`config.mk`:
```
export PLATFORM = sky130hd
export DESIGN_NAME = ebi_periph_top
export DESIGN_NICKNAME = d
export VERILOG_FILES = /design/src/hdl/hub_pkg.sv /design/src/hdl/ebi_decode.sv /design/src/hdl/gpio_bank.sv /design/src/hdl/uart_tx_channel.sv /design/src/hdl/read_mux.sv /design/src/hdl/ebi_periph_top.sv
export SDC_FILE = /design/constraint.sdc
export NUM_CORES = 1
export LEC_CHECK = 0
export ABC_AREA = 1
export CELL_PAD_IN_SITES_DETAIL_PLACEMENT = 2
export CELL_PAD_IN_SITES_GLOBAL_PLACEMENT = 2
export CORE_UTILIZATION = 35
export DETAILED_ROUTE_END_ITERATION = 12
export DONT_BUFFER_PORTS = 1
export GPL_ROUTABILITY_DRIVEN = 0
export GPL_TIMING_DRIVEN = 0
export PLACE_DENSITY = 0.85
export SYNTH_ARGS = -nofsm -noshare
export SYNTH_HDL_FRONTEND = slang
export SYNTH_SLANG_ARGS = --single-unit
```
`constraint.sdc`:
```
create_clock -name clk_i -period 2.6 [get_ports clk_i]
set_clock_uncertainty 0.05 [all_clocks]
set_input_delay 0.52 -clock clk_i [delete_from_list [all_inputs] [get_ports clk_i]]
set_output_delay 0.52 -clock clk_i [all_outputs]
set_load 0.01 [all_outputs]
```
`src/hdl/hub_pkg.sv`:
```
package hub_pkg;

  //////////////////////////////
  // bus geometry
  localparam int DATA_W     = 32;
  localparam int BE_W       = 4;    // one we_n bit per byte lane
  localparam int EBI_ADDR_W = 24;   // word address, A31..A8 on the host side
  localparam int IDX_W      = 6;    // low address bits used as register index

  localparam int N_GPIO = 3;

  //////////////////////////////
  // register map
  localparam logic [IDX_W-1:0] GPIO_OUT_BASE = 6'd0;   // banks 0..2
  localparam logic [IDX_W-1:0] GPIO_IN_BASE  = 6'd4;   // banks 4..6
  localparam logic [IDX_W-1:0] UART_CR       = 6'd16;
  localparam logic [IDX_W-1:0] UART_TTR      = 6'd17;
  localparam logic [IDX_W-1:0] UART_SR       = 6'd18;
  localparam logic [IDX_W-1:0] UART_TDR      = 6'd19;
  localparam logic [IDX_W-1:0] ID_REG        = 6'd31;
  // out-of-range addresses land here, nothing decodes it
  localparam logic [IDX_W-1:0] IDX_NONE      = '1;

  //////////////////////////////
  // uart bit positions
  localparam int CR_TX_EN = 0;   // transmit enable
  localparam int CR_TX_IE = 1;   // interrupt enable
  localparam int SR_BUSY  = 0;   // frame on the line
  localparam int SR_OVR   = 1;   // sticky, cleared by SR read

  localparam int TTR_W = 16;     // clocks per bit
  localparam logic [TTR_W-1:0] TTR_RESET = 16'd16;
  localparam logic [TTR_W-1:0] TTR_MIN   = 16'd2;

  localparam logic [DATA_W-1:0] HUB_ID = 32'h4542_0001;

endpackage

```
`src/hdl/ebi_decode.sv`:
```
`timescale 1ns/100ps

module ebi_decode (
  input  logic                            clk_i,
  input  logic                            rst_n_i,
  input  logic                            cs_n_i,
  input  logic                            oe_n_i,
  input  logic [hub_pkg::BE_W-1:0]        we_n_i,
  input  logic [hub_pkg::EBI_ADDR_W-1:0]  ebi_addr_i,
  input  logic [hub_pkg::DATA_W-1:0]      ebi_data_i,
  output logic [hub_pkg::BE_W-1:0]        wr_be_o,
  output logic                            rd_stb_o,
  output logic                            rd_active_o,
  output logic [hub_pkg::IDX_W-1:0]       reg_idx_o,
  output logic [hub_pkg::DATA_W-1:0]      wr_data_o
);

  logic                           cs_n_q;
  logic                           oe_n_q;
  logic [hub_pkg::BE_W-1:0]       we_n_q;
  logic [hub_pkg::EBI_ADDR_W-1:0] addr_q;
  logic [hub_pkg::DATA_W-1:0]     data_q;
  logic                           wr_cond, rd_cond;
  logic                           wr_cond_d, rd_cond_d;
  logic                           in_range;

  //////////////////////////////
  // pin sampling
  always_ff @(posedge clk_i) begin
    if (!rst_n_i) begin
      cs_n_q <= 1'b1;
      oe_n_q <= 1'b1;
      we_n_q <= '1;
    end else begin
      cs_n_q <= cs_n_i;
      oe_n_q <= oe_n_i;
      we_n_q <= we_n_i;
    end
    addr_q <= ebi_addr_i;
    data_q <= ebi_data_i;
  end

  assign wr_cond     = !cs_n_q && (we_n_q != '1);
  assign rd_cond     = !cs_n_q && !oe_n_q;
  assign rd_active_o = rd_cond;
  // upper address bits must be clear for a hit
  assign in_range    = (addr_q[hub_pkg::EBI_ADDR_W-1:hub_pkg::IDX_W] == '0);

  //////////////////////////////
  // access start detection
  always_ff @(posedge clk_i) begin
    if (!rst_n_i) begin
      wr_cond_d <= 1'b0;
      rd_cond_d <= 1'b0;
      wr_be_o   <= '0;
      rd_stb_o  <= 1'b0;
    end else begin
      wr_cond_d <= wr_cond;
      rd_cond_d <= rd_cond;
      wr_be_o   <= (wr_cond && !wr_cond_d) ? ~we_n_q : '0;  // one cycle per access
      rd_stb_o  <= rd_cond && !rd_cond_d;
    end
    if ((wr_cond && !wr_cond_d) || (rd_cond && !rd_cond_d)) begin
      reg_idx_o <= in_range ? addr_q[hub_pkg::IDX_W-1:0] : hub_pkg::IDX_NONE;
      wr_data_o <= data_q;
    end
  end

  // host must not assert we_n and oe_n together
  wr_rd_excl_a: assert property (@(posedge clk_i) disable iff (!rst_n_i)
    !((wr_be_o != '0) && rd_stb_o));

endmodule

```
`src/hdl/gpio_bank.sv`:
```
`timescale 1ns/100ps

module gpio_bank (
  input  logic                                              clk_i,
  input  logic                                              rst_n_i,
  input  logic [hub_pkg::BE_W-1:0]                          wr_be_i,
  input  logic [hub_pkg::IDX_W-1:0]                         reg_idx_i,
  input  logic [hub_pkg::DATA_W-1:0]                        wr_data_i,
  input  logic [hub_pkg::N_GPIO-1:0][hub_pkg::DATA_W-1:0]   gpio_in_i,
  output logic [hub_pkg::N_GPIO-1:0][hub_pkg::DATA_W-1:0]   gpio_out_o,
  output logic [hub_pkg::N_GPIO-1:0][hub_pkg::DATA_W-1:0]   gpio_in_sync_o
);

  logic [hub_pkg::N_GPIO-1:0][hub_pkg::DATA_W-1:0] in_meta_q;  // first sync stage

  //////////////////////////////
  // output banks
  // byte-lane update, input indices are never decoded here
  always_ff @(posedge clk_i) begin
    if (!rst_n_i) begin
      gpio_out_o <= '0;
    end else begin
      for (int b = 0; b < hub_pkg::N_GPIO; b++) begin
        if (int'(reg_idx_i) == int'(hub_pkg::GPIO_OUT_BASE) + b) begin
          for (int k = 0; k < hub_pkg::BE_W; k++) begin
            if (wr_be_i[k]) begin
              gpio_out_o[b][8*k +: 8] <= wr_data_i[8*k +: 8];
            end
          end
        end
      end
    end
  end

  //////////////////////////////
  // input synchronizers
  always_ff @(posedge clk_i) begin
    in_meta_q      <= gpio_in_i;
    gpio_in_sync_o <= in_meta_q;
  end

endmodule

```
`src/hdl/uart_tx_channel.sv`:
```
`timescale 1ns/100ps

module uart_tx_channel (
  input  logic                         clk_i,
  input  logic                         rst_n_i,
  input  logic [hub_pkg::BE_W-1:0]     wr_be_i,
  input  logic                         rd_stb_i,
  input  logic [hub_pkg::IDX_W-1:0]    reg_idx_i,
  input  logic [hub_pkg::DATA_W-1:0]   wr_data_i,
  output logic [hub_pkg::DATA_W-1:0]   cr_o,
  output logic [hub_pkg::DATA_W-1:0]   ttr_o,
  output logic [hub_pkg::DATA_W-1:0]   sr_o,
  output logic                         uart_tx_o,
  output logic                         uart_int_o
);

  logic [1:0]                  cr_q;       // tx_en, tx_ie
  logic [hub_pkg::TTR_W-1:0]   ttr_q;
  logic [hub_pkg::TTR_W-1:0]   ttr_eff;
  logic [hub_pkg::TTR_W-1:0]   tick_q;     // clocks into current bit
  logic [3:0]                  bit_q;      // bits sent in this frame
  logic [9:0]                  shift_q;    // stop, data, start
  logic                        busy_q;
  logic                        ovr_q;
  logic                        cr_wr, ttr_wr, tdr_wr, sr_rd;
  logic                        tick_done;

  assign cr_wr  = (reg_idx_i == hub_pkg::UART_CR) && wr_be_i[0];
  assign ttr_wr = (reg_idx_i == hub_pkg::UART_TTR);
  assign tdr_wr = (reg_idx_i == hub_pkg::UART_TDR) && (wr_be_i != '0);
  assign sr_rd  = rd_stb_i && (reg_idx_i == hub_pkg::UART_SR);

  assign ttr_eff   = (ttr_q < hub_pkg::TTR_MIN) ? hub_pkg::TTR_MIN : ttr_q;
  assign tick_done = (tick_q == ttr_eff - 1'b1);

  //////////////////////////////
  // control and bit-time registers
  always_ff @(posedge clk_i) begin
    if (!rst_n_i) begin
      cr_q  <= '0;
      ttr_q <= hub_pkg::TTR_RESET;
    end else begin
      if (cr_wr) cr_q <= wr_data_i[1:0];
      if (ttr_wr) begin
        for (int k = 0; k < hub_pkg::TTR_W / 8; k++) begin
          if (wr_be_i[k]) ttr_q[8*k +: 8] <= wr_data_i[8*k +: 8];
        end
      end
    end
  end

  //////////////////////////////
  // transmitter
  always_ff @(posedge clk_i) begin
    if (!rst_n_i) begin
      busy_q  <= 1'b0;
      ovr_q   <= 1'b0;
      tick_q  <= '0;
      bit_q   <= '0;
      shift_q <= '1;  // line idles high
    end else begin
      if (sr_rd) ovr_q <= 1'b0;
      if (tdr_wr && busy_q) ovr_q <= 1'b1;  // byte dropped
      if (!busy_q) begin
        if (tdr_wr && cr_q[hub_pkg::CR_TX_EN]) begin
          busy_q  <= 1'b1;
          shift_q <= {1'b1, wr_data_i[7:0], 1'b0};
          tick_q  <= '0;
          bit_q   <= '0;
        end
      end else if (tick_done) begin
        tick_q  <= '0;
        shift_q <= {1'b1, shift_q[9:1]};  // lsb first, refill with idle
        bit_q   <= bit_q + 4'd1;
        if (bit_q == 4'd9) busy_q <= 1'b0;  // stop bit done
      end else begin
        tick_q <= tick_q + 1'b1;
      end
    end
  end

  assign uart_tx_o  = shift_q[0];
  assign uart_int_o = cr_q[hub_pkg::CR_TX_IE] && !busy_q;  // ready for next byte

  always_comb begin
    cr_o  = '0;
    ttr_o = '0;
    sr_o  = '0;
    cr_o[hub_pkg::CR_TX_EN]    = cr_q[hub_pkg::CR_TX_EN];
    cr_o[hub_pkg::CR_TX_IE]    = cr_q[hub_pkg::CR_TX_IE];
    ttr_o[hub_pkg::TTR_W-1:0]  = ttr_q;
    sr_o[hub_pkg::SR_BUSY]     = busy_q;
    sr_o[hub_pkg::SR_OVR]      = ovr_q;
  end

  tx_idle_high_a: assert property (@(posedge clk_i) disable iff (!rst_n_i)
    !busy_q |-> uart_tx_o);

  bit_cnt_range_a: assert property (@(posedge clk_i) disable iff (!rst_n_i)
    bit_q <= 4'd10);

endmodule

```
`src/hdl/read_mux.sv`:
```
`timescale 1ns/100ps

module read_mux (
  input  logic                                             clk_i,
  input  logic                                             rst_n_i,
  input  logic                                             rd_stb_i,
  input  logic                                             rd_active_i,
  input  logic [hub_pkg::IDX_W-1:0]                        reg_idx_i,
  input  logic [hub_pkg::N_GPIO-1:0][hub_pkg::DATA_W-1:0]  gpio_out_i,
  input  logic [hub_pkg::N_GPIO-1:0][hub_pkg::DATA_W-1:0]  gpio_in_i,
  input  logic [hub_pkg::DATA_W-1:0]                       cr_i,
  input  logic [hub_pkg::DATA_W-1:0]                       ttr_i,
  input  logic [hub_pkg::DATA_W-1:0]                       sr_i,
  output logic [hub_pkg::DATA_W-1:0]                       ebi_data_o,
  output logic                                             ebi_data_oe_o
);

  logic [hub_pkg::DATA_W-1:0] rd_word;

  // tdr, unmapped and out-of-range indices fall through to zero
  always_comb begin
    rd_word = '0;
    for (int b = 0; b < hub_pkg::N_GPIO; b++) begin
      if (int'(reg_idx_i) == int'(hub_pkg::GPIO_OUT_BASE) + b) rd_word = gpio_out_i[b];
      if (int'(reg_idx_i) == int'(hub_pkg::GPIO_IN_BASE) + b) rd_word = gpio_in_i[b];
    end
    case (reg_idx_i)
      hub_pkg::UART_CR:  rd_word = cr_i;
      hub_pkg::UART_TTR: rd_word = ttr_i;
      hub_pkg::UART_SR:  rd_word = sr_i;
      hub_pkg::ID_REG:   rd_word = hub_pkg::HUB_ID;
      default: ;
    endcase
  end

  always_ff @(posedge clk_i) begin
    if (rd_stb_i) ebi_data_o <= rd_word;  // held until next read
  end

  always_ff @(posedge clk_i) begin
    if (!rst_n_i) ebi_data_oe_o <= 1'b0;
    else          ebi_data_oe_o <= rd_active_i;
  end

endmodule

```
`src/hdl/ebi_periph_top.sv`:
```
`timescale 1ns/100ps

module ebi_periph_top (
  input  logic                                             clk_i,
  input  logic                                             rst_n_i,
  input  logic                                             cs_n_i,
  input  logic                                             oe_n_i,
  input  logic [hub_pkg::BE_W-1:0]                         we_n_i,
  input  logic [hub_pkg::EBI_ADDR_W-1:0]                   ebi_addr_i,
  input  logic [hub_pkg::DATA_W-1:0]                       ebi_data_i,
  input  logic [hub_pkg::N_GPIO-1:0][hub_pkg::DATA_W-1:0]  gpio_in_i,
  output logic [hub_pkg::DATA_W-1:0]                       ebi_data_o,
  output logic                                             ebi_data_oe_o,
  output logic [hub_pkg::N_GPIO-1:0][hub_pkg::DATA_W-1:0]  gpio_out_o,
  output logic                                             uart_tx_o,
  output logic                                             uart_int_o
);

  logic [hub_pkg::BE_W-1:0]                         wr_be;
  logic                                             rd_stb, rd_active;
  logic [hub_pkg::IDX_W-1:0]                        reg_idx;
  logic [hub_pkg::DATA_W-1:0]                       wr_data;
  logic [hub_pkg::N_GPIO-1:0][hub_pkg::DATA_W-1:0]  gpio_in_sync;
  logic [hub_pkg::DATA_W-1:0]                       cr, ttr, sr;

  //////////////////////////////
  // bus front end
  ebi_decode u_decode (
    .clk_i, .rst_n_i, .cs_n_i, .oe_n_i, .we_n_i, .ebi_addr_i, .ebi_data_i,
    .wr_be_o     (wr_be),
    .rd_stb_o    (rd_stb),
    .rd_active_o (rd_active),
    .reg_idx_o   (reg_idx),
    .wr_data_o   (wr_data)
  );

  //////////////////////////////
  // peripherals
  gpio_bank u_gpio (
    .clk_i, .rst_n_i, .gpio_in_i, .gpio_out_o,
    .wr_be_i        (wr_be),
    .reg_idx_i      (reg_idx),
    .wr_data_i      (wr_data),
    .gpio_in_sync_o (gpio_in_sync)
  );

  uart_tx_channel u_uart (
    .clk_i, .rst_n_i, .uart_tx_o, .uart_int_o,
    .wr_be_i   (wr_be),
    .rd_stb_i  (rd_stb),
    .reg_idx_i (reg_idx),
    .wr_data_i (wr_data),
    .cr_o      (cr),
    .ttr_o     (ttr),
    .sr_o      (sr)
  );

  read_mux u_rdmux (
    .clk_i, .rst_n_i, .ebi_data_o, .ebi_data_oe_o,
    .rd_stb_i    (rd_stb),
    .rd_active_i (rd_active),
    .reg_idx_i   (reg_idx),
    .gpio_out_i  (gpio_out_o),
    .gpio_in_i   (gpio_in_sync),
    .cr_i        (cr),
    .ttr_i       (ttr),
    .sr_i        (sr)
  );

endmodule

```
# == Word level (Yosys, flattened, before mapping) ==
# Cells that the tools add are included.
# op_classes
n_addsub,3
reduce_logical,37
bitwise,1
mul,0
n_div,0
n_lt_le_gt_ge,1
shifts,0
n_eq_ne,14
muxes,23
# op_table
operator,n
two-way mux 32 bit,6
one-hot mux 32 bit (4 select lines),1
two-way mux 16 bit,4
AND reduction 2 bit,16
"equality test 6 x 5 -> 1 bit, second input constant",5
two-way mux 10 bit,3
"equality test 6 x 4 -> 1 bit, second input constant",3
logical NOT 18 bit,1
"adder 16 x 1 -> 16 bit, second input constant",1
equality test 16 bit,1
"< comparator 16 x 2 -> 1 bit, second input constant",1
"subtractor 16 x 1 -> 16 bit, second input constant",1
two-way mux 4 bit,3
logical AND 1 bit,10
"equality test 6 x 2 -> 1 bit, second input constant",1
"equality test 6 x 3 -> 1 bit, second input constant",1
logical NOT 6 bit,1
two-way mux 1 bit,6
logical NOT 1 bit,5
"adder 4 x 1 -> 4 bit, second input constant",1
"equality test 4 bit, second input constant",1
"inequality test 4 bit, second input constant",1
NOT 4 bit,1
nonzero test 2 bit,2
3 further kinds,3
# word_totals
register_bits,477
mem_count,0
in_bits,160
word_cells,117
ramBits,0
mem_bits_ro,0
latchBits,0
output_inout_bits,131

# == Longest topological paths before layout ==
# Gate-level depths: netlist of run 1.
# logic_depth
depth_word,8
mapped_depth,20
ltp_nobuf,18

# == Modules after synthesis ==
# A second synthesis of run 1 with hierarchy kept.
# unflattened
hier_cells,2092
hier_area_um2,18023.5
# modules_own_cells
mod,area_per_inst_um2,seq_area_each_um2,n_inst,cells_each
gpio_bank,8056.5,5765.5,1,769
read_mux,3595.9,980.9,1,621
uart_tx_channel,3572.2,980.9,1,540
ebi_decode,2798.9,2522.4,1,162

# == Least setup slack after synthesis of run 1 ==
# OpenSTA, ideal clock, no wires.
# synth_timing
path_type,flip-flop to flip-flop
from,reg u_uart.ttr_q[8] (netlist bit)
to,reg u_uart.shift_q[1]
setup_time_ns,0.134
slack_ns,0.032
path_buffers,2
arrival_time_ns,2.384
required_time_ns,2.416
stages_incl_launch_ff,19
synth_period_minus_slack_ns,2.568
cell_sequence,dfxtp_1 -> nor2_2 -> nand2_1 -> nor2_2 -> nand2_2 -> buf_6 -> nand2_1 -> ha_1 -> nand2_1 -> nor2_1 -> nand4_1 -> xor2_1 -> nor2_1 -> nand2_1 -> nor2_2 -> nand3_2 -> buf_2 -> nand3_1 -> nand3_1
# synth_via
elab_chain_cells,6
# synth_rtl
element,line_no,text
start: declaration,uart_tx_channel.sv:18,logic [hub_pkg::TTR_W-1:0] ttr_q;
start signal: assignment,uart_tx_channel.sv:41,ttr_q <= hub_pkg::TTR_RESET;
start signal: indexed assignment,uart_tx_channel.sv:46,if (wr_be_i[k]) ttr_q[8*k +: 8] <= wr_data_i[8*k +: 8];
< comparator 16 x 2 -> 1 bit,uart_tx_channel.sv:33,assign ttr_eff = (ttr_q < hub_pkg::TTR_MIN) ? hub_pkg::TTR_MIN : ttr_q;
two-way mux 16 bit (*),uart_tx_channel.sv:33,
subtractor 16 x 1 -> 16 bit (*),uart_tx_channel.sv:34,assign tick_done = (tick_q == ttr_eff - 1'b1);
equality test 16 bit (*),uart_tx_channel.sv:34,
inequality test 2 bit (no source line) (*),n/a,
AND reduction 2 bit (no source line) (*),n/a,
end signal: assignment,uart_tx_channel.sv:67,"shift_q <= {1'b1, wr_data_i[7:0], 1'b0};"
end signal: assignment,uart_tx_channel.sv:73,"shift_q <= {1'b1, shift_q[9:1]};"
end: declaration,uart_tx_channel.sv:22,logic [9:0] shift_q;
# Every way passes the cells marked *; elsewhere a longest branch is shown, timed or not.
# A chain may end at the register's enable or synchronous reset.

# == Final worst setup path of run 1 ==
# layout_timing
from,reg u_uart.ttr_q[2] (netlist bit)
to,reg u_uart.bit_q[2]
# layout_via
elab_chain_cells,6
# layout_rtl
element,line_no,text
< comparator 16 x 2 -> 1 bit,uart_tx_channel.sv:33,
two-way mux 16 bit (*),uart_tx_channel.sv:33,
subtractor 16 x 1 -> 16 bit (*),uart_tx_channel.sv:34,
equality test 16 bit (*),uart_tx_channel.sv:34,
inequality test 2 bit (no source line) (*),n/a,
AND reduction 2 bit (no source line) (*),n/a,
end signal: assignment,uart_tx_channel.sv:74,bit_q <= bit_q + 4'd1;
end: declaration,uart_tx_channel.sv:21,logic [3:0] bit_q;
# Marked as above.

==> impl_results.md, run 1 <==
* CTS Buf Count at 49
* Crit-path max FO at 7
* Initial drt markers at 1081
* Most used cell along the critical path: nand2_1
* DP HPWL at 39.1 mm
* Multi-input gate area at roughly 4600 um2
* Post-Synthesis Cells at roughly 1500
* Root Buffer: clkbuf_16
* Slowest CP cell: nor2_2
* Routed WL at approximately 76 mm
* Worst slew pin tran at just over 0.9 ns
* H-Tree Depth at 2
* Violated checks: setup timing
* Number of global-route vias before repair at around 15000
* Initial antenna violation count at 8
* Chip height at about 210 um
* Fmax at between 0.3 and 0.4 GHz
* FFs w/ async S/R, synth at 0%
* Final core occ at roughly 47%
* Crit start category: flip-flop
* Grt met1 use at 34.2%
* Die area at roughly 44000 um2
* Leakage power total at roughly 8 nW
* Peak VDD IR at between 600 and 700 uV
* Layout area overhead at 32.9%
* Placement Setup Slack at -0.924 ns
* Wirelength per Cell at between 30 and 40 um
* CP Cell Sequence: buf_4, inv_1, nand2_1, nor2_2, nand3_1, nand2_1, nand2_1, nand2_1, nand2_1, nor2_1, nand2_1, nor2_4, buf_6, nand3_4, nand2_4, buf_8, nand2_4, a21oi_2
* Post-synthesis sequential area ratio at between 60% and 70%
* Placed instance count at between 2000 and 2500
* Pwr dens at 797 nW/um2
* ANT nets after route at 0
* Main area contributors after synthesis: dfxtp_1 (54%), edfxtp_1 (14%), nor2_1 (5.6%)
* Drt via density at roughly 5.7
* Predominant post-synthesis flop cell: dfxtp_1
* Synth top area share at between 50% and 60%
* Sequential Area at 10300 um2
* RSZ-0062 raised after global routing: yes
* Seq cells post-synth at between 400 and 500
* Final Max Slew Viols at 0
* CORE AREA at between 40000 and 50000 um2
* Global-route wire length before repair at 104 mm
* Final WS setup at -0.490 ns
* CTS tree: built
* Port buffer count at 0
* Synth Cell Area at between 10000 and 15000 um2
* Crit share post-route at 119%
* Cell Rows at 75
* Slew headroom at ~39%
* Clk slew on worst S/H paths at ~0.080 ns
* Max-cap violations at 0
* Placed cell areas at about 16000 um2
* Starting Density at between 30% and 40%
* Hold_ws at 0.278 ns
* Synth cell types at 37
* Largest net degree at the start of global routing at 30
* WP data required at 3.08 ns
* Synth area leader: dfxtp_1
* Layout cell share with drive strength beyond 1 at about 15%
* Total GRT Usage at about a third
* I/O pin count at 291
* TNS Setup at -12.41 ns
* CP Capture Type: flip-flop
* Die width at between 200 and 250 um
* Warnings from Yosys at 0
* Vias at 13200
* Syn avg cell area at just over 10 um2
* Post-synth EDFFs at 70
* Fin area at ~20000 um2
* Fin crit period at 3.09 ns
* TritonRoute pass-1 iters at 5
* Post-route total power at approximately 16 mW
* Hold Vio Cnt, Final at 0
* Nets at about 1900
* Num Clock Sinks at 476
* WS Path Type: flip-flop to flip-flop
* Worst EP arrival at 3.57 ns
* Clk buf depth at 3
* Met3 Resource Use GR at about 8.6%
* Grt total ovfl at 0
* Worst hold path class: flip-flop to flip-flop
* Final count of negative-setup-slack endpoints at 32
* Fill cells at 4117
* Commonest cells post-synth: dfxtp_1 (406), nor2_1 (225), nand2_1 (170)
* Slowest Stage Delay on Critical Path at 0.41 ns
* Status: finished with violations
* Grt met2 use at between 50% and 60%
* Most common cell in the netlist: dfxtp_1
* Layout Cells excl Fill at 2318
* Most used routing layer: met2
* Clk_lat worst skew at just over 0.6 ns
* Post-synth net total at 1638
* DRC violations left at 0
## critical path: cells and delay by family, from the launching register on
family / cells / cell delay (ns)
compound gates: 1 / 0.12
buf+inv: 4 / 0.53
flops: 1 / 0.37
simple gates: 13 / 1.92
## final cells by class
| class | count | area share [%] |
|---|---|---|
| Multi-Input combinational cell | 847 | 23.2 |
| Antenna cell | 11 | 0.138 |
| Inverter | 97 | 1.92 |
| Timing Repair Buffer | 204 | 10.3 |
| Buffer | 54 | 1.43 |
| Clock inverter | 11 | 0.396 |
| Tap cell | 539 | 3.39 |
| Sequential cell | 476 | 51.6 |
| Clock buffer | 79 | 7.67 |
## metal layers
layer  part of all wire [%]  vias to the layer above
li1                       -                     5468
met1                     36                     6751
met2                     51                      741
met3                    7.1                      273
met4                    6.3                        4
met5                  0.034                        -
## where the power goes
group	switching (mW)	leakage [nW]	internal (mW)
combinational	0.341	3.11	0.229
sequential	0.172	4.04	7.72
clock	3.35	0.784	4.04
total	3.87	7.93	12.0
## cell families (layout without fill, tap and decap cells)
group / Yosys count / in the layout / share of synthesized area, %
XOR/XNOR: 25 / 25 / 1.46
other: 0 / 11 / 0
flip-flops: 476 / 476 / 68.3
AND/OR/NAND/NOR: 525 / 525 / 14.8
buffers and inverters: 151 / 445 / 3.94
AO/OA/AOI/OAI: 293 / 293 / 11.1
adder cells (fa/ha/maj): 4 / 4 / 0.334
## state kept, by name, indices dropped and copies added (netlist names), 6 cells and up
signal / flops
u_uart.tick_q: 16
u_uart.ttr_q: 16
u_decode.data_q: 32
u_decode.wr_data_o: 32
u_decode.reg_idx_o: 6
u_gpio.gpio_in_sync_o: 96
u_rdmux.ebi_data_o: 32
u_decode.addr_q: 24
u_gpio.in_meta_q: 96
u_gpio.gpio_out_o: 96
u_uart.shift_q: 9
## what timing repair did
item	in CTS	in global routing
endpoints found under the setup margin	133	146
buffers inserted	27	14
endpoints found under the hold margin	158	0
gates cloned	3	0
hold buffers	158	0
resized for setup	124	69
pin swaps	28	28
## worst paths after layout
path | from | endpoint | slack [ns] | depth (start not counted)
max | u_uart.ttr_q[2]$_SDFFE_PN0P_ | u_uart.bit_q[2]$_SDFFE_PN0P_ | -0.49 | 18
min | u_gpio.in_meta_q[24]$_DFF_P_ | u_gpio.gpio_in_sync_o[24]$_DFF_P_ | 0.28 | 0
max reg2reg | u_uart.ttr_q[2]$_SDFFE_PN0P_ | u_uart.bit_q[2]$_SDFFE_PN0P_ | -0.49 | 18
min reg2reg | u_gpio.in_meta_q[24]$_DFF_P_ | u_gpio.gpio_in_sync_o[24]$_DFF_P_ | 0.28 | 0
## cell usage in the layout, fill, tap and decap left out, types with 9 or more instances in the layout
cell type,n
xor2_1,17
clkbuf_2,17
o211ai_1,14
buf_4,33
dlygate4sd3_1,158
nor2_2,10
nor2_1,200
nand3_2,17
a22oi_1,31
nor3_1,9
clkbuf_1,41
or2_2,9
inv_1,88
dfxtp_1,391
diode_2,11
a21oi_1,85
nand4_1,26
o21ai_0,127
nand3_1,42
clkbuf_16,54
a21oi_2,10
a41oi_1,10
edfxtp_1,70
nor2_4,21
nand2_1,158
Note: power is estimated with default switching activity, not from simulation.
==> run 2: changes to the inputs <==
--- a/config.mk
+++ b/config.mk
@@ -14,6 +14,7 @@
 export GPL_ROUTABILITY_DRIVEN = 0
 export GPL_TIMING_DRIVEN = 0
 export PLACE_DENSITY = 0.85
+export REMOVE_ABC_BUFFERS = 1
 export SYNTH_ARGS = -nofsm -noshare
 export SYNTH_HDL_FRONTEND = slang
 export SYNTH_SLANG_ARGS = --single-unit
==> run 2 against run 1 <==
- the flow still finishes with violations (setup timing)
- largest cell class unchanged
- utilization increased by 0.85 points
- first-iteration DRC count shrank 23%
- critical path depth did not move
- clock-buffer cell count shrank 11
- cell count down 0.99%
- wire length is 8.9% lower
- critical path type unchanged
- via count shrank 4.2%
- power grew 1.8%
- setup slack improved by 0.23 ns
- sequential cell count did not move
- register-to-register slack better by 0.23 ns
==> impl_results.md, run 2 (synthesis results as in run 1) <==
* Layout area overhead at 35.3%
* Sequential Area at 10300 um2 (about the same)
* Die area at 43600 um2 (unchanged)
* I/O pin count at 291 (unchanged)
* CTS Buf Count at 49 (unchanged)
* DRC violations left at 0 (unchanged)
* CP Cell Sequence: nor2_4, nand2_2, nor2_4, nand2_4, nand2_4, ha_4, nand2_8, inv_4, nand2_4, xor2_2, xor2_1, nor2_2, nand2_2, nor2_4, nand3_4, buf_6, nand3_2, a21oi_2
* Global-route wire length before repair at 98.5 mm (-5.6%)
* Chip height at 209 um (unchanged)
* Port buffer count at 0 (unchanged)
* Cell Rows at 75 (unchanged)
* Status: finished with violations
* Drt via density at 5.53 (-3.2%)
* Nets at 1875 (-0.95%)
* Most common cell after layout, fill and taps aside: dfxtp_1
* WP data required at 2.97 ns (-0.11 ns)
* TritonRoute pass-1 iters at 5 (unchanged)
* Hold Vio Cnt, Final at 0 (unchanged)
* Placement Setup Slack at -1.17 ns (-0.244 ns)
* Fill cells at 4142 (+0.61%)
* Crit share post-route at 110% (-8.8 points)
* Fin crit period at 2.86 ns (-0.229 ns)
* Clk buf depth at 3 (unchanged)
* Crit start category: flip-flop
* Largest net degree at the start of global routing at 115 (+280%)
* Leakage power total at 8.03 nW (+1.2%)
* Regs by FF count: u_gpio.gpio_in_sync_o (96), u_gpio.gpio_out_o (96), u_gpio.in_meta_q (96)
* DP HPWL at 34.8 mm (-11%)
* Starting Density at 35.6% (unchanged)
* Total GRT Usage at 30.5% (-2.3 points)
* Slew headroom at 8.61% (-31 points)
* ANT nets after route at 0 (unchanged)
* Clk_lat worst skew at 0.62 ns (about the same)
* Slowest Stage Delay on Critical Path at 0.36 ns (-0.05 ns)
* Num Clock Sinks at 476 (unchanged)
* Worst slew pin tran at 1.37 ns (+0.458 ns)
* CTS tree: built
* Routed WL at 69.6 mm (-8.9%)
* Number of global-route vias before repair at 14400 (-2.9%)
* Pwr dens at 797 nW/um2 (about the same)
* Initial drt markers at 834 (-23%)
* RSZ-0062 raised after global routing: yes
* Layout cell share with drive strength beyond 1 at 17.0% (+2.1 points)
* Most frequent cells in the layout: dfxtp_1 (390), nor2_1 (190), dlygate4sd3_1 (159)
* Hold_ws at 0.0343 ns (-0.244 ns)
* Violated checks: setup timing
* Post-route total power at 16.1 mW (+1.8%)
* Max-cap violations at 0 (unchanged)
* WS Path Type: flip-flop to flip-flop
* Grt total ovfl at 0 (unchanged)
* Wirelength per Cell at 30.3 um (-8.0%)
* CORE AREA at 42000 um2 (unchanged)
* Worst hold path class: primary input to flip-flop
* Crit-path max FO at 8 (+1)
* Peak VDD IR at 699 uV (+2.6%)
* Final Max Slew Viols at 0 (unchanged)
* Final count of negative-setup-slack endpoints at 37 (+16%)
* Initial antenna violation count at 4 (-4)
* Vias at 12700 (-4.2%)
* CP Capture Type: flip-flop
* Worst EP arrival at 3.24 ns (-0.33 ns)
* H-Tree Depth at 2 (unchanged)
* Slowest CP cell: dfxtp_4
* Final WS setup at -0.262 ns (+0.229 ns)
* Fmax at 0.349 GHz (+8.0%)
* Root Buffer: clkbuf_16
* Die width at 209 um (unchanged)
* Clk slew on worst S/H paths at 0.06 ns (-0.02 ns)
* Multi-input gate area at 4730 um2 (+2.6%)
run 2: cell count changes in the layout (fill, tap and decap cells not counted), moves of 5 or more:
cell and change:
clkbuf_1 -32, buf_4 +21, clkbuf_2 -17, buf_12 +10, nor2_1 -10, clkinvlp_4 +7
diode_2 -6, inv_1 -6, nor2_4 +6, bufinv_16 +5
run 2: final timing paths:
path,cells after the start,slack (ns),startpoint,endpoint
worst max-delay path,18,-0.26,u_uart.ttr_q[2]$_SDFFE_PN0P_,u_uart.bit_q[3]$_SDFFE_PN0P_
worst min-delay path,2,0.03,rst_n_i,u_gpio.gpio_out_o[89]$_SDFFE_PN0P_
worst max register to register,18,-0.26,u_uart.ttr_q[2]$_SDFFE_PN0P_,u_uart.bit_q[3]$_SDFFE_PN0P_
worst min register to register,0,0.27,u_gpio.in_meta_q[11]$_DFF_P_,u_gpio.gpio_in_sync_o[11]$_DFF_P_
run 2: critical path, delay by kind of cell, from the launching register on:
kind	cells	cell delay [ns]
AND/OR/NAND/NOR	12	1.39
AO/OA/AOI/OAI	1	0.05
adder cells (fa/ha/maj)	1	0.18
buffers and inverters	2	0.30
flip-flops	1	0.36
XOR/XNOR	2	0.34
run 2: final cells by class:
class | instances | share of cell area, %
multi-input cells | 850 | 23.3
flip-flops and latches | 476 | 50.7
repair buffers | 237 | 11.9
diodes | 5 | 0.0618
clock inverters | 23 | 1.54
well taps | 539 | 3.33
clock buffers | 68 | 7.07
inverters | 97 | 1.99
run 2: power breakdown:
group | total [mW] | internal, mW | switching, mW | leakage (nW)
logic | 0.548 | 0.251 | 0.297 | 3.14
registers | 7.87 | 7.72 | 0.151 | 4.04
clock network | 7.72 | 4.41 | 3.32 | 0.850
run 2: metrics by stage:
| stage | TNS, ns | area, um2 | utilization (%) | cells |
|---|---|---|---|---|
| floorplan | -15.06 | 14700 | - | 1420 |
| finish | -7.03 | 20300 | 48.2 | 2295 |
| global route | -11.35 | 20300 | 48.2 | 2295 |
| detailed placement | -88.07 | 15600 | 37.1 | 1967 |
| CTS | -2.88 | 19700 | 46.9 | 2259 |
| global placement | -356.47 | 15400 | 36.7 | 1959 |
run 2: repair_timing:
| item | 4_1_cts | 5_1_grt |
|---|---|---|
| buffers inserted | 40 | 28 |
| gates resized for setup | 111 | 59 |
| cloned | 2 | 3 |
| pin swaps | 37 | 28 |
| hold buffers | 159 | 0 |
| endpoints found under the setup margin | 145 | 132 |
| hold endpoints to repair | 170 | 0 |
run 2: per-layer routing:
metal | GRT usage, % | vias up | share of wire [%]
met2 | 55.5 | 547 | 52
met3 | 7.57 | 198 | 6.2
met1 | 33.2 | 6507 | 37
li1 | - | 5427 | -
met4 | 14.0 | 2 | 4.3
met5 | 0 | - | 0.019
==> run 3: changes to the inputs <==
--- a/config.mk
+++ b/config.mk
@@ -6,15 +6,16 @@
 export NUM_CORES = 1
 export LEC_CHECK = 0
 export ABC_AREA = 1
-export CELL_PAD_IN_SITES_DETAIL_PLACEMENT = 2
-export CELL_PAD_IN_SITES_GLOBAL_PLACEMENT = 2
-export CORE_UTILIZATION = 35
+export CELL_PAD_IN_SITES_DETAIL_PLACEMENT = 1
+export CELL_PAD_IN_SITES_GLOBAL_PLACEMENT = 1
+export CORE_UTILIZATION = 40
 export DETAILED_ROUTE_END_ITERATION = 12
 export DONT_BUFFER_PORTS = 1
 export GPL_ROUTABILITY_DRIVEN = 0
 export GPL_TIMING_DRIVEN = 0
-export PLACE_DENSITY = 0.85
+export PLACE_DENSITY = 0.81
 export REMOVE_ABC_BUFFERS = 1
+export SKIP_LAST_GASP = 1
 export SYNTH_ARGS = -nofsm -noshare
 export SYNTH_HDL_FRONTEND = slang
 export SYNTH_SLANG_ARGS = --single-unit
==> run 3 against run 2 <==
- the run still ends with setup timing left
- via count down 4.0%
- clock power decreased by 8.4%
- sequential cell count unchanged
- utilization is 5.1 points higher
- fmax rose by 2.6%
- sequential power hardly changed
- cell area shrank 3.4%
- critical path depth grew 1
- power fell by 4.6%
- wire length down 19%
- die area decreased by 12%
- setup slack improved by 0.072 ns
- largest power group unchanged
- highest routed layer unchanged
==> impl_results.md, run 3 (synthesis results as in run 1) <==
* TritonRoute pass-1 iters at 5 (unchanged)
* Internal at 12.0 mW (-3.1%)
* Regs by FF count: u_gpio.gpio_in_sync_o (96), u_gpio.gpio_out_o (96), u_gpio.in_meta_q (96)
* Share of power burned in registers at 51.0% (+2.3 points)
* Worst slew pin tran at 1.12 ns (-0.250 ns)
* Multi-input gate area at 4530 um2 (-4.2%)
* Status: finished with violations
* Final Max Slew Viols at 0 (unchanged)
* Starting Density at 40.8% (+5.2 points)
* Crit-path max FO at 8 (unchanged)
* Sequential Area at 10300 um2 (about the same)
* Vias at 12200 (-4.0%)
* Largest net degree at the start of global routing at 126 (+9.6%)
* Sw frac at 22.2% (-1.2 points)
* RR Startpoint: u_uart.ttr_q[13]$_SDFFE_PN0P_
* Clk slew on worst S/H paths at 0.06 ns (about the same)
* M1 WL at 20.9 mm (-20%)
* WL met2 at 28.9 mm (-20%)
* DRC violations left at 0 (unchanged)
* Cell Rows at 70 (-6.7%)
* Port buffer count at 0 (unchanged)
* Violated checks: setup timing
* Post-route total power at 15.4 mW (-4.6%)
* Hold Vio Cnt, Final at 0 (unchanged)
* Most frequent cells in the layout: dfxtp_1 (389), nor2_1 (204), dlygate4sd3_1 (158)
* Routed WL at 56.3 mm (-19%)
* WP data required at 3.04 ns (+0.07 ns)
* Pwr dens at 787 nW/um2 (-1.2%)
* Final WS setup at -0.190 ns (+0.0717 ns)
* Total GRT Usage at 28.8% (-1.8 points)
* DR WL met3 at 4.24 mm (-1.5%)
* Hold_sp: rst_n_i
* CTS Buf Count at 48 (-2.0%)
* Layout Cells excl Fill at 2203 (-4.0%)
* Final core occ at 53.3% (+5.1 points)
* Die width at 195 um (-6.4%)
* Placement Setup Slack at -0.978 ns (+0.190 ns)
* Root Buffer: clkbuf_16
* CP Capture Type: flip-flop
* DP HPWL at 30.7 mm (-12%)
* Crit start category: flip-flop
* Combinational share of power at 3.2% (-0.2 points)
* R2R depth at 19 (+1)
* Layout area overhead at 30.7%
* Most common cell after layout, fill and taps aside: dfxtp_1
* Global-route wire length before repair at 82.5 mm (-16%)
* Worst hold path class: primary input to flip-flop
* Initial drt markers at 637 (-24%)
* Net switching power at 3.42 mW (-9.3%)
* Worst EP arrival at 3.23 ns (about the same)
* ANT nets after route at 0 (unchanged)
* Reg2reg setup slack at -0.19 ns (+0.07 ns)
* Leakage power total at 7.76 nW (-3.3%)
* Num Clock Sinks at 476 (unchanged)
* Clk buf depth at 3 (unchanged)
* Worst setup path startpoint: u_uart.ttr_q[13]$_SDFFE_PN0P_
* CTS tree: built
* H-Tree Depth at 2 (unchanged)
* TNS Setup at -2.62 ns (+4.41 ns)
* Number of global-route vias before repair at 13400 (-7.3%)
* Drt via density at 5.53 (about the same)
* Fmax at 0.358 GHz (+2.6%)
* Crit share post-route at 107% (-2.8 points)
* Peak VDD IR at 904 uV (+29%)
* Layout cell share with drive strength beyond 1 at 13.1% (-3.8 points)
* Wirelength per Cell at 25.6 um (-16%)
* Placed instance count at 1894 (-3.7%)
* CORE AREA at 36700 um2 (-13%)
* Power share of the clock group at 45.9% (-2.0 points)
* Die area at 38200 um2 (-12%)
* Uppermost layer routed: met5
* Nets at 1853 (-1.2%)
* Fill cells at 3848 (-7.1%)
* Final count of negative-setup-slack endpoints at 30 (-19%)
* Fin crit period at 2.79 ns (-0.0717 ns)
* I/O pin count at 291 (unchanged)
* Clk_lat worst skew at 0.58 ns (-0.04 ns)
* Critical Path End: u_uart.bit_q[0]$_SDFFE_PN0P_
* Initial antenna violation count at 8 (+4)
* RR Endpoint: u_uart.bit_q[0]$_SDFFE_PN0P_
* Slew headroom at 25.3% (+17 points)
* RSZ-0062 raised after global routing: yes
* Max-cap violations at 0 (unchanged)
* Grt total ovfl at 0 (unchanged)
* WS Path Type: flip-flop to flip-flop
* Chip height at 195 um (-6.4%)
==> run 3: cell types whose count changed in the layout (fill, tap and decap cells not counted), sizes merged <==
| cell | before | now |
|---|---|---|
| diode | 5 | 7 |
| buf | 76 | 57 |
| clkinv | 16 | 12 |
| clkbuf | 70 | 73 |
| clkinvlp | 9 | 5 |
| nand3 | 65 | 66 |
| bufinv | 5 | 2 |
| dlygate4sd3 | 159 | 158 |
| inv | 90 | 94 |
==> run 3: power groups by stage <==
stage	logic [mW]	registers, mW	clock network [mW]
after floorplan	0.126	7.95	0
after global placement	0.209	7.99	0
after detailed placement	0.243	7.99	0
after CTS	0.449	7.83	7.03
after global routing	0.511	7.86	7.43
final	0.487	7.85	7.07
==> run 3: metal layers <==
layer  up-vias  global-route usage [%]
li1       5382                       -
met1      6020                    31.9
met2       601                    50.9
met3       167                    7.13
met4         4                    14.9
met5         -                       0
==> run 3: how the worst min path moves through the flow <==
stage / slack (ns) / cells past startpoint / endpoint
final: 0.04 / 2 / u_gpio.gpio_out_o[87]$_SDFFE_PN0P_
after global routing: 0.003 / 1 / u_uart.shift_q[0]$_SDFFE_PN1P_
after floorplan: 0.26 / 0 / u_gpio.gpio_in_sync_o[0]$_DFF_P_
after CTS: -0.001 / 1 / u_uart.shift_q[4]$_SDFFE_PN1P_
after global placement: 0.26 / 0 / u_gpio.gpio_in_sync_o[61]$_DFF_P_
after detailed placement: 0.26 / 0 / u_gpio.gpio_in_sync_o[5]$_DFF_P_
==> run 3: critical path, cell delays in order (launching register included) <==
cell     delay, ns
dfxtp_4       0.37
nor2_4        0.11
nand2_2       0.07
nor2_4        0.18
buf_6         0.13
a21oi_4       0.05
ha_4          0.18
nand2_4       0.09
inv_1         0.06
nand2_2       0.08
xor2_2        0.16
xor2_1        0.08
nor2_1        0.16
nand2_1       0.13
nor2_4        0.19
buf_12        0.14
nand3_4       0.12
nand2_1       0.14
nand2_1       0.06
a21oi_1       0.16
==> run 3: timing repair <==
item,in CTS,in global routing
hold buffers,158,0
gates cloned,3,1
pin swaps,25,19
resized for setup,81,29
setup buffers,27,24
hold endpoints to repair,160,0
endpoints found under the setup margin,139,109
==> run 3: layout make-up <==
| cell class | count | area share (%) |
|---|---|---|
| Antenna cell | 7 | 0.0895 |
| Clock buffer | 73 | 7.35 |
| Clock inverter | 16 | 0.735 |
| Inverter | 97 | 2.00 |
| Multi-Input combinational cell | 851 | 23.2 |
| Sequential cell | 476 | 52.5 |
| Tap cell | 468 | 2.99 |
| Timing Repair Buffer | 215 | 11.2 |
==> run 3: per-stage QoR <==
stage	hold slack, ns	cell area [um2]
2_1_floorplan	0.260	14700
3_3_place_gp	0.261	15300
3_5_place_dp	0.263	15500
4_1_cts	-0.00145	19200
5_1_grt	0.00285	19600
6_report	0.0440	19600
